==> src/rtl/isaPkg.sv <==
//~~~~~~~~~~~~~~~~~~~~~~~~~~~~~~~~~~~~~~~~~~~~~~~~~
// instruction set of the execute slice
// only register ALU ops, ADDI and the CP0 moves
// no loads, stores, branches or HI/LO
//~~~~~~~~~~~~~~~~~~~~~~~~~~~~~~~~~~~~~~~~~~~~~~~~~
package isaPkg;

    // datapath and field widths
    localparam int dataW    = 32;
    localparam int regAddrW = 5;
    localparam int immW     = 16;              // raw immediate, sign-extended in execute
    localparam int regNum   = 1 << regAddrW;   // entries per register bank

    // decoded operation, one per instruction
    typedef enum logic [2:0] {
        opAdd  = 3'd0,
        opSub  = 3'd1,
        opAnd  = 3'd2,
        opOr   = 3'd3,
        opXor  = 3'd4,
        opAddi = 3'd5,   // rt = rs + sext(imm)
        opMtc0 = 3'd6,   // cp0[rd] = rt
        opMfc0 = 3'd7    // rt = cp0[rd]
    } opT;

endpackage

==> src/rtl/pipePkg.sv <==
//~~~~~~~~~~~~~~~~~~~~~~~~~~~~~~~~~~~~~~~~~~~~~~~~~
// pipeline types shared by issue, execute and top
// payload structs are packed, stageReg relies on it
//~~~~~~~~~~~~~~~~~~~~~~~~~~~~~~~~~~~~~~~~~~~~~~~~~
package pipePkg;
    import isaPkg::*;

    // which bank an instruction writes
    typedef struct packed {
        logic rfWr;
        logic cp0Wr;
    } regsWrT;

    // operand B source picked at issue
    typedef enum logic [1:0] {
        selRf  = 2'b00,
        selImm = 2'b01,
        selCp0 = 2'b11
    } readSelT;

    // operand source in execute
    typedef enum logic [1:0] {
        fwdRegs    = 2'b00,   // value read at issue
        fwdMemAlu  = 2'b01,
        fwdWbRes   = 2'b10,
        fwdMemOutB = 2'b11    // pending MTC0 data
    } fwdSelT;

    typedef struct packed {
        opT                  op;
        logic [regAddrW-1:0] rs;
        logic [regAddrW-1:0] rt;
        logic [regAddrW-1:0] rd;
        regsWrT              wrType;
        readSelT             readSel;
        logic [regAddrW-1:0] dst;
        logic [dataW-1:0]    opA;
        logic [dataW-1:0]    opB;
        logic [immW-1:0]     imm;
    } exePayloadT;

    typedef struct packed {
        regsWrT              wrType;
        logic [regAddrW-1:0] dst;
        logic [dataW-1:0]    aluOut;
        logic [dataW-1:0]    outB;
    } memPayloadT;

    typedef struct packed {
        regsWrT              wrType;
        logic [regAddrW-1:0] dst;
        logic [dataW-1:0]    result;
    } wbPayloadT;

endpackage

==> src/rtl/executeStage.sv <==
//~~~~~~~~~~~~~~~~~~~~~~~~~~~~~~~~~~~~~~~~~~~~~~~~~
// execute stage with forwarding muxes and ALU
// owns the memory stage register
// wbWrType must be cleared when writeback is empty
//~~~~~~~~~~~~~~~~~~~~~~~~~~~~~~~~~~~~~~~~~~~~~~~~~
`timescale 1ns/1ps

module executeStage
    import isaPkg::*, pipePkg::*;
(
    input  logic                clk,
    input  logic                arstN,
    input  logic                advance,
    input  logic                exeValid,
    input  exePayloadT          exePayload,
    input  logic [regAddrW-1:0] wbDst,
    input  regsWrT              wbWrType,
    input  logic [dataW-1:0]    wbResult,
    output logic                memValid,
    output memPayloadT          memPayload
);

    fwdSelT           fwdA;
    fwdSelT           fwdB;
    regsWrT           memWrType;
    logic [dataW-1:0] opA;
    logic [dataW-1:0] opB;
    logic [dataW-1:0] immExt;
    logic [dataW-1:0] aluOut;
    memPayloadT       exeOut;

    assign memWrType = memValid ? memPayload.wrType : '0;   // bubble writes nothing

    forwardUnit fwd (
        .exeRs     (exePayload.rs),
        .exeRt     (exePayload.rt),
        .exeRd     (exePayload.rd),
        .exeReadSel(exePayload.readSel),
        .memDst    (memPayload.dst),
        .memWrType (memWrType),
        .wbDst     (wbDst),
        .wbWrType  (wbWrType),
        .fwdA      (fwdA),
        .fwdB      (fwdB)
    );

    always_comb begin
        unique case (fwdA)
            fwdMemAlu:  opA = memPayload.aluOut;
            fwdWbRes:   opA = wbResult;
            default:    opA = exePayload.opA;
        endcase
    end

    always_comb begin
        unique case (fwdB)
            fwdMemAlu:  opB = memPayload.aluOut;
            fwdWbRes:   opB = wbResult;
            fwdMemOutB: opB = memPayload.outB;
            default:    opB = exePayload.opB;
        endcase
    end

    assign immExt = {{(dataW - immW){exePayload.imm[immW-1]}}, exePayload.imm};

    always_comb begin
        unique case (exePayload.op)
            opAdd:   aluOut = opA + opB;
            opSub:   aluOut = opA - opB;
            opAnd:   aluOut = opA & opB;
            opOr:    aluOut = opA | opB;
            opXor:   aluOut = opA ^ opB;
            opAddi:  aluOut = opA + immExt;
            default: aluOut = opB;   // MFC0 and MTC0 move operand B
        endcase
    end

    assign exeOut.wrType = exePayload.wrType;
    assign exeOut.dst    = exePayload.dst;
    assign exeOut.aluOut = aluOut;
    assign exeOut.outB   = opB;

    stageReg #(.payloadT(memPayloadT)) memReg (
        .clk       (clk),
        .arstN     (arstN),
        .advance   (advance),
        .inValid   (exeValid),
        .inPayload (exeOut),
        .outValid  (memValid),
        .outPayload(memPayload)
    );

    // a stalled execute keeps forwarding from the same writeback entry
    assert property (@(posedge clk) disable iff (!arstN)
        !advance |=> $stable(wbDst) && $stable(wbWrType) && $stable(wbResult))
        else $error("writeback source moved under a stalled execute");

endmodule

==> src/rtl/forwardCore.sv <==
//~~~~~~~~~~~~~~~~~~~~~~~~~~~~~~~~~~~~~~~~~~~~~~~~~
// top of the three-stage execute slice
// wbReady low stalls every stage and the input
//~~~~~~~~~~~~~~~~~~~~~~~~~~~~~~~~~~~~~~~~~~~~~~~~~
`timescale 1ns/1ps

module forwardCore
    import isaPkg::*, pipePkg::*;
(
    input  logic                clk,
    input  logic                arstN,
    input  logic                inValid,
    input  opT                  inOp,
    input  logic [regAddrW-1:0] inRs,
    input  logic [regAddrW-1:0] inRt,
    input  logic [regAddrW-1:0] inRd,
    input  logic [immW-1:0]     inImm,
    input  logic                wbReady,
    output logic                inReady,
    output logic                wbValid,
    output logic [regAddrW-1:0] wbDst,
    output logic [dataW-1:0]    wbData,
    output logic                wbCp0
);

    logic                advance;
    logic                wbFire;
    logic [regAddrW-1:0] rdAddrA;
    logic [regAddrW-1:0] rdAddrB;
    logic                rdCp0;
    logic [dataW-1:0]    rdDataA;
    logic [dataW-1:0]    rdDataB;
    logic                exeValid;
    exePayloadT          exePayload;
    logic                memValid;
    memPayloadT          memPayload;
    wbPayloadT           wbIn;
    wbPayloadT           wbPayload;
    regsWrT              wbWrType;

    assign advance = !wbValid || wbReady;   // empty writeback never blocks
    assign wbFire  = wbValid && wbReady;

    issueStage issue (
        .clk       (clk),
        .arstN     (arstN),
        .inValid   (inValid),
        .inOp      (inOp),
        .inRs      (inRs),
        .inRt      (inRt),
        .inRd      (inRd),
        .inImm     (inImm),
        .advance   (advance),
        .inReady   (inReady),
        .rdAddrA   (rdAddrA),
        .rdAddrB   (rdAddrB),
        .rdCp0     (rdCp0),
        .rdDataA   (rdDataA),
        .rdDataB   (rdDataB),
        .exeValid  (exeValid),
        .exePayload(exePayload)
    );

    executeStage execute (
        .clk       (clk),
        .arstN     (arstN),
        .advance   (advance),
        .exeValid  (exeValid),
        .exePayload(exePayload),
        .wbDst     (wbPayload.dst),
        .wbWrType  (wbWrType),
        .wbResult  (wbPayload.result),
        .memValid  (memValid),
        .memPayload(memPayload)
    );

    // memory stage is a plain register, pick the retiring value here
    assign wbIn.wrType = memPayload.wrType;
    assign wbIn.dst    = memPayload.dst;
    assign wbIn.result = memPayload.wrType.cp0Wr ? memPayload.outB : memPayload.aluOut;

    stageReg #(.payloadT(wbPayloadT)) wbReg (
        .clk       (clk),
        .arstN     (arstN),
        .advance   (advance),
        .inValid   (memValid),
        .inPayload (wbIn),
        .outValid  (wbValid),
        .outPayload(wbPayload)
    );

    assign wbWrType = wbValid ? wbPayload.wrType : '0;
    assign wbDst    = wbPayload.dst;
    assign wbData   = wbPayload.result;
    assign wbCp0    = wbPayload.wrType.cp0Wr;

    // banks update on the writeback transfer edge
    regFile regs (
        .clk    (clk),
        .arstN  (arstN),
        .rdAddrA(rdAddrA),
        .rdAddrB(rdAddrB),
        .rdCp0  (rdCp0),
        .wrEn   (wbFire && wbPayload.wrType.rfWr),
        .wrCp0  (wbFire && wbPayload.wrType.cp0Wr),
        .wrAddr (wbPayload.dst),
        .wrData (wbPayload.result),
        .rdDataA(rdDataA),
        .rdDataB(rdDataB)
    );

endmodule

==> src/rtl/forwardUnit.sv <==
//~~~~~~~~~~~~~~~~~~~~~~~~~~~~~~~~~~~~~~~~~~~~~~~~~
// operand source selection for execute
// wrType inputs must already be cleared for bubbles
// the memory stage wins over writeback
//~~~~~~~~~~~~~~~~~~~~~~~~~~~~~~~~~~~~~~~~~~~~~~~~~
`timescale 1ns/1ps

module forwardUnit
    import isaPkg::*, pipePkg::*;
(
    input  logic [regAddrW-1:0] exeRs,
    input  logic [regAddrW-1:0] exeRt,
    input  logic [regAddrW-1:0] exeRd,
    input  readSelT             exeReadSel,
    input  logic [regAddrW-1:0] memDst,
    input  regsWrT              memWrType,
    input  logic [regAddrW-1:0] wbDst,
    input  regsWrT              wbWrType,
    output fwdSelT              fwdA,
    output fwdSelT              fwdB
);

    // register-file hits, r0 never forwards
    logic memHitRs;
    logic wbHitRs;
    logic memHitRt;
    logic wbHitRt;
    // cp0 hits on rd
    logic memHitCp0;
    logic wbHitCp0;

    assign memHitRs  = memWrType.rfWr && memDst != '0 && memDst == exeRs;
    assign wbHitRs   = wbWrType.rfWr && wbDst != '0 && wbDst == exeRs;
    assign memHitRt  = memWrType.rfWr && memDst != '0 && memDst == exeRt;
    assign wbHitRt   = wbWrType.rfWr && wbDst != '0 && wbDst == exeRt;
    assign memHitCp0 = memWrType.cp0Wr && memDst == exeRd;
    assign wbHitCp0  = wbWrType.cp0Wr && wbDst == exeRd;

    always_comb begin
        if (memHitRs)
            fwdA = fwdMemAlu;
        else if (wbHitRs)
            fwdA = fwdWbRes;
        else
            fwdA = fwdRegs;
    end

    always_comb begin
        fwdB = fwdRegs;   // immediate operand never forwards
        unique case (exeReadSel)
            selRf: begin
                if (memHitRt)
                    fwdB = fwdMemAlu;
                else if (wbHitRt)
                    fwdB = fwdWbRes;
            end
            selCp0: begin
                if (memHitCp0)
                    fwdB = fwdMemOutB;   // MTC0 data still in outB
                else if (wbHitCp0)
                    fwdB = fwdWbRes;
            end
            default: ;
        endcase
    end

endmodule

==> src/rtl/issueStage.sv <==
//~~~~~~~~~~~~~~~~~~~~~~~~~~~~~~~~~~~~~~~~~~~~~~~~~
// issue stage, accepts one instruction per cycle
// the sender must hold the instruction while
// inValid is high and inReady is low
//~~~~~~~~~~~~~~~~~~~~~~~~~~~~~~~~~~~~~~~~~~~~~~~~~
`timescale 1ns/1ps

module issueStage
    import isaPkg::*, pipePkg::*;
(
    input  logic                clk,
    input  logic                arstN,
    input  logic                inValid,
    input  opT                  inOp,
    input  logic [regAddrW-1:0] inRs,
    input  logic [regAddrW-1:0] inRt,
    input  logic [regAddrW-1:0] inRd,
    input  logic [immW-1:0]     inImm,
    input  logic                advance,
    output logic                inReady,
    output logic [regAddrW-1:0] rdAddrA,
    output logic [regAddrW-1:0] rdAddrB,
    output logic                rdCp0,
    input  logic [dataW-1:0]    rdDataA,
    input  logic [dataW-1:0]    rdDataB,
    output logic                exeValid,
    output exePayloadT          exePayload
);

    regsWrT              wrType;
    readSelT             readSel;
    logic [regAddrW-1:0] dst;
    exePayloadT          issuePayload;

    assign inReady = advance;

    // decode
    always_comb begin
        wrType  = '0;
        readSel = selRf;
        dst     = inRd;
        unique case (inOp)
            opAdd, opSub, opAnd, opOr, opXor: begin
                wrType.rfWr = 1'b1;
            end
            opAddi: begin
                wrType.rfWr = 1'b1;
                readSel     = selImm;
                dst         = inRt;
            end
            opMtc0: begin
                wrType.cp0Wr = 1'b1;   // data comes from rt
            end
            opMfc0: begin
                wrType.rfWr = 1'b1;
                readSel     = selCp0;
                dst         = inRt;
            end
            default: ;
        endcase
    end

    // port B reads cp0[rd] for MFC0, rt otherwise
    assign rdAddrA = inRs;
    assign rdAddrB = (readSel == selCp0) ? inRd : inRt;
    assign rdCp0   = (readSel == selCp0);

    always_comb begin
        issuePayload.op      = inOp;
        issuePayload.rs      = inRs;
        issuePayload.rt      = inRt;
        issuePayload.rd      = inRd;
        issuePayload.wrType  = wrType;
        issuePayload.readSel = readSel;
        issuePayload.dst     = dst;
        issuePayload.opA     = rdDataA;
        issuePayload.opB     = rdDataB;
        issuePayload.imm     = inImm;
    end

    stageReg #(.payloadT(exePayloadT)) exeReg (
        .clk       (clk),
        .arstN     (arstN),
        .advance   (advance),
        .inValid   (inValid),
        .inPayload (issuePayload),
        .outValid  (exeValid),
        .outPayload(exePayload)
    );

    // stalled offers must not change under the pipe
    assert property (@(posedge clk) disable iff (!arstN)
        inValid && !inReady |=> inValid && $stable({inOp, inRs, inRt, inRd, inImm}))
        else $error("input changed while stalled");

endmodule

==> src/rtl/regFile.sv <==
//~~~~~~~~~~~~~~~~~~~~~~~~~~~~~~~~~~~~~~~~~~~~~~~~~
// general and CP0 register banks, both reset to 0
// port B reads CP0 when rdCp0 is high
// a same-cycle write bypasses to the matching read
//~~~~~~~~~~~~~~~~~~~~~~~~~~~~~~~~~~~~~~~~~~~~~~~~~
`timescale 1ns/1ps

module regFile
    import isaPkg::*;
(
    input  logic                clk,
    input  logic                arstN,
    input  logic [regAddrW-1:0] rdAddrA,
    input  logic [regAddrW-1:0] rdAddrB,
    input  logic                rdCp0,
    input  logic                wrEn,     // general bank write
    input  logic                wrCp0,    // cp0 bank write
    input  logic [regAddrW-1:0] wrAddr,
    input  logic [dataW-1:0]    wrData,
    output logic [dataW-1:0]    rdDataA,
    output logic [dataW-1:0]    rdDataB
);

    logic [dataW-1:0] gpr [regNum];
    logic [dataW-1:0] cp0 [regNum];

    always_ff @(posedge clk or negedge arstN) begin
        if (!arstN) begin
            for (int i = 0; i < regNum; i++) begin
                gpr[i] <= '0;
                cp0[i] <= '0;
            end
        end else begin
            if (wrEn && wrAddr != '0)   // r0 stays zero
                gpr[wrAddr] <= wrData;
            if (wrCp0)
                cp0[wrAddr] <= wrData;
        end
    end

    always_comb begin
        if (rdAddrA == '0)
            rdDataA = '0;
        else if (wrEn && wrAddr == rdAddrA)
            rdDataA = wrData;   // distance-three bypass
        else
            rdDataA = gpr[rdAddrA];
    end

    always_comb begin
        if (rdCp0)
            rdDataB = (wrCp0 && wrAddr == rdAddrB) ? wrData : cp0[rdAddrB];
        else if (rdAddrB == '0)
            rdDataB = '0;
        else if (wrEn && wrAddr == rdAddrB)
            rdDataB = wrData;
        else
            rdDataB = gpr[rdAddrB];
    end

endmodule

==> src/rtl/stageReg.sv <==
//~~~~~~~~~~~~~~~~~~~~~~~~~~~~~~~~~~~~~~~~~~~~~~~~~
// one pipeline stage register with a valid bit
// payloadT must be a packed type
// payload is not reset and only means something with outValid
//~~~~~~~~~~~~~~~~~~~~~~~~~~~~~~~~~~~~~~~~~~~~~~~~~
`timescale 1ns/1ps

module stageReg #(
    parameter type payloadT = logic
) (
    input  logic    clk,
    input  logic    arstN,
    input  logic    advance,    // low holds the stage
    input  logic    inValid,
    input  payloadT inPayload,
    output logic    outValid,
    output payloadT outPayload
);

    always_ff @(posedge clk or negedge arstN) begin
        if (!arstN)
            outValid <= 1'b0;
        else if (advance)
            outValid <= inValid;   // bubbles pass through as well
    end

    always_ff @(posedge clk) begin
        if (advance)
            outPayload <= inPayload;
    end

    // an offer stalled at this stage stays valid until it moves
    assert property (@(posedge clk) disable iff (!arstN)
        !advance && inValid |=> inValid)
        else $error("offer withdrawn during stall");

endmodule

==> config.mk <==
export PLATFORM = sky130hd
export DESIGN_NAME = forwardCore
export DESIGN_NICKNAME = d
export VERILOG_FILES = /design/src/rtl/isaPkg.sv /design/src/rtl/pipePkg.sv /design/src/rtl/executeStage.sv /design/src/rtl/forwardCore.sv /design/src/rtl/forwardUnit.sv /design/src/rtl/issueStage.sv /design/src/rtl/regFile.sv /design/src/rtl/stageReg.sv
export SDC_FILE = /design/constraint.sdc
export NUM_CORES = 2
export LEC_CHECK = 0
export BUFFER_PORTS_ARGS = -buffer_cell sky130_fd_sc_hd__buf_4
export CAP_MARGIN = 10
export CELL_PAD_IN_SITES_DETAIL_PLACEMENT = 1
export CELL_PAD_IN_SITES_GLOBAL_PLACEMENT = 2
export CORE_MARGIN = 5
export CORE_UTILIZATION = 47
export CTS_CLUSTER_DIAMETER = 30
export DETAILED_ROUTE_END_ITERATION = 8
export GPL_TIMING_DRIVEN = 0
export PLACE_DENSITY = 0.8
export SETUP_SLACK_MARGIN = 0.3
export SYNTH_ARGS = -nofsm -noshare
export SYNTH_HDL_FRONTEND = slang
export SYNTH_SLANG_ARGS = --single-unit
==> constraint.sdc <==
create_clock -name clk -period 12 [get_ports clk]
set_clock_uncertainty 0.15 [all_clocks]
set_input_delay 3 -clock clk [delete_from_list [all_inputs] [get_ports clk]]
set_output_delay 3 -clock clk [all_outputs]
set_load 0.005 [all_outputs]
==> results.ini <==
[yosys]
synth_top_area_share_pct=44.23
syn_inst=8227
ys_types=92
yosys.area.top_type=dfrtp_1
synth-async-reset-ratio_pct=90.43
syn-cell-area_sq_um=116000
synth_nets=8364
ys_seq_elements=2268
synth_commonest_cells=mux2_2 (2057), dfrtp_1 (2051), mux4_2 (832)
synth_edf_count=217
synth_ff_type=dfrtp_1
synth_seq_area_share_pct=49.84
yosysMostFrequentCell=mux2_2
yosys_warnings=0
syn_area_per_cell_sq_um=14.11
synth_area_leaders=dfrtp_1 (44%), mux2_2 (20%), mux4_2 (16%)

[clocking]
cts_buffers=557
cts.path.max_buffers=4
cts_resized=0
clkTransAtPathRegs_ns=0.04
cts_root_buf=clkbuf_16
post-cts-setup-buffer-count=0
cts_num_sinks=2268
cts_hold_buf=0
cts_tree=built
clkLatencyLatePin_ns=0.97
htreeDepth=6

[timing]
min_period_ns=10.17
post-route-period-util_pct=84.77
timing.fmax_ghz=0.09830
hold_ws_ns=0.2720
hold_viol=0
fin_ws_ns=1.828
rsz0062_at_grt=no
slew_headroom_pct=0.3033
setup_viol=0
setup_tns_ns=0
tightestPinTransition_ns=1.490
drv_slew=0

[power]
total_power_mw=39.41
vdd_drop_max_v=0.0001810
internal_power_mw=26.50
power_density_nw_per_um2=279.5
leakagePower_nw=62.83
power_switching_mw=12.92
clkPwrFrac_pct=39.1
pwr-share-comb_pct=27.3
switching_share_pct=32.78
p_seq_share_pct=33.6

[drt]
totalWireLength_um=468100
ant_nets=0
avgRoutedWirePerCell_um=37.17
drc_errors=0
vias_per_cell=6.568
first_pass_iters=6
first_iter_violations=8781
vias=82694

[global_route]
grt-ovfl-total=0
grt_usage_pct=36.11
antenna_found_initial=52
grt_max_degree=186
grt_pass1_wl_um=667800
grt_pass1_vias=90256

[finish]
area_delta_synth_final_pct=21.51
nets=9054
drive_gt1_share_pct=43.68
final_util_pct=57.34

[die]
die_area_sq_um=256900
ios=78
die_y_um=506.9
core_sq_um=245900
die_w_um=506.9
rows=182
initial_core_util_pct=47.19

[placed_design]
hpwlAfterDp_um=344600
pre_cts_ws_ns=1.533
gp_congestion=0.9781
io_buffer_count=77

[worst_setup_path]
critPathLaunch=inOp[2]
critPathKind=primary input to flop
worstSetupEndpointType=flop
startpoint_type=primary input
cp_max_fo=10
required_ns=12.47
cp.arrival_ns=10.64
reg2reg_from=execute.memReg.outPayload[69]

[run]
drv_cap=1

[status]
failed_checks=capacitance limit
status=finished, violations left

[hold_path]
min_path_type=flop to flop
hp-start=issue.exeReg.outPayload[83]

-- through the flow --
step / area, sq um / std cells
5_1_grt: 141000 / 12569
2_1_floorplan: 116000 / 8227
3_5_place_dp: 121700 / 11567
6_report: 141000 / 12591
3_3_place_gp: 120700 / 11524
4_1_cts: 140800 / 12557
-- path summary, 6_finish.rpt --
check	slack, ns	depth (start not counted)	to
setup / recovery	1.83	17	issue.exeReg.outPayload[36]
hold / removal	0.27	0	execute.memReg.outPayload[67]
setup reg to reg	3.21	25	execute.memReg.outPayload[63]
hold reg to reg	0.27	0	execute.memReg.outPayload[67]
max in group asynchronous	6.34	5	regs.cp0[132]
min in group asynchronous	1.82	1	regs.cp0[762]
-- cell type report --
class	count	area, sq um
well taps	3220	4029
fillers	23056	104900
repair buffers	131	1655
multi-input cells	4979	54370
clock buffers	728	15750
flip-flops and latches	2268	57840
diodes	23	57.56
inverters	95	356.6
plain buffers	885	3567
clock inverters	262	3383
-- cells by family after synthesis --
kind of cell / synth area share (%)
multiplexers: 36.79
adder cells (fa/ha/maj): 1.074
XOR/XNOR: 0.5024
AND/OR/NAND/NOR: 4.463
AO/OA/AOI/OAI: 3.991
flip-flops: 49.84
buffers and inverters: 3.337
-- power groups by stage --
| stage | clock network, mW | registers [mW] | logic [mW] |
|---|---|---|---|
| finish | 15.4 | 13.2 | 10.8 |
| global route | 15.9 | 13.4 | 11.3 |
| CTS | 15.5 | 13.1 | 10.5 |
| detailed placement | 0 | 13.1 | 10.3 |
| global placement | 0 | 12.8 | 9.86 |
| floorplan | 0 | 12.1 | 7.00 |
-- layer usage --
metal	share of wire, %	GRT usage, %	vias up	wire length (um)
li1	-	-	32483	-
met1	38	45.25	44702	177400
met2	46	56.52	4269	217100
met3	8.8	9.730	1222	41250
met4	6.8	21.30	18	32010
met5	0.073	0.2778	-	340
-- cells in the final DEF (no fill, tap or decap), types with 82 or more instances in the layout --
master and instances:
o21ai_0 163, mux2_2 2057, clkbuf_8 82, ha_1 98, buf_4 119, mux4_2 832
nor2_1 112, nand3_1 156, a21oi_1 89, clkbuf_16 574, nand2_1 709, buf_1 156
clkinv_2 90, dfrtp_1 2051, clkbuf_1 704, inv_1 90, edfxtp_1 217
-- sequential cells by signal, indices dropped and copies added, names as in the netlist --
register and flops:
execute.memReg.outPayload 71, execute.memReg.outValid 1, issue.exeReg.outValid 1, regs.cp0 1024
issue.exeReg.outPayload 107, wbReg.outValid 1, regs.gpr 1024, wbReg.outPayload 39
-- critical path, cell delays in order --
cell and delay, ns:
buf_4 0.12, nand2_1 0.19, inv_1 0.13, nand2_1 0.52
inv_2 0.46, mux2i_1 0.22, buf_2 0.64, buf_2 0.53
clkbuf_1 0.74, buf_2 0.75, xnor2_1 0.18, nor3_1 0.33
nand4_1 0.67, buf_8 0.42, clkbuf_1 0.26, o21ai_0 1.13
o22ai_1 0.26
Note: power is estimated with default switching activity, not from simulation.
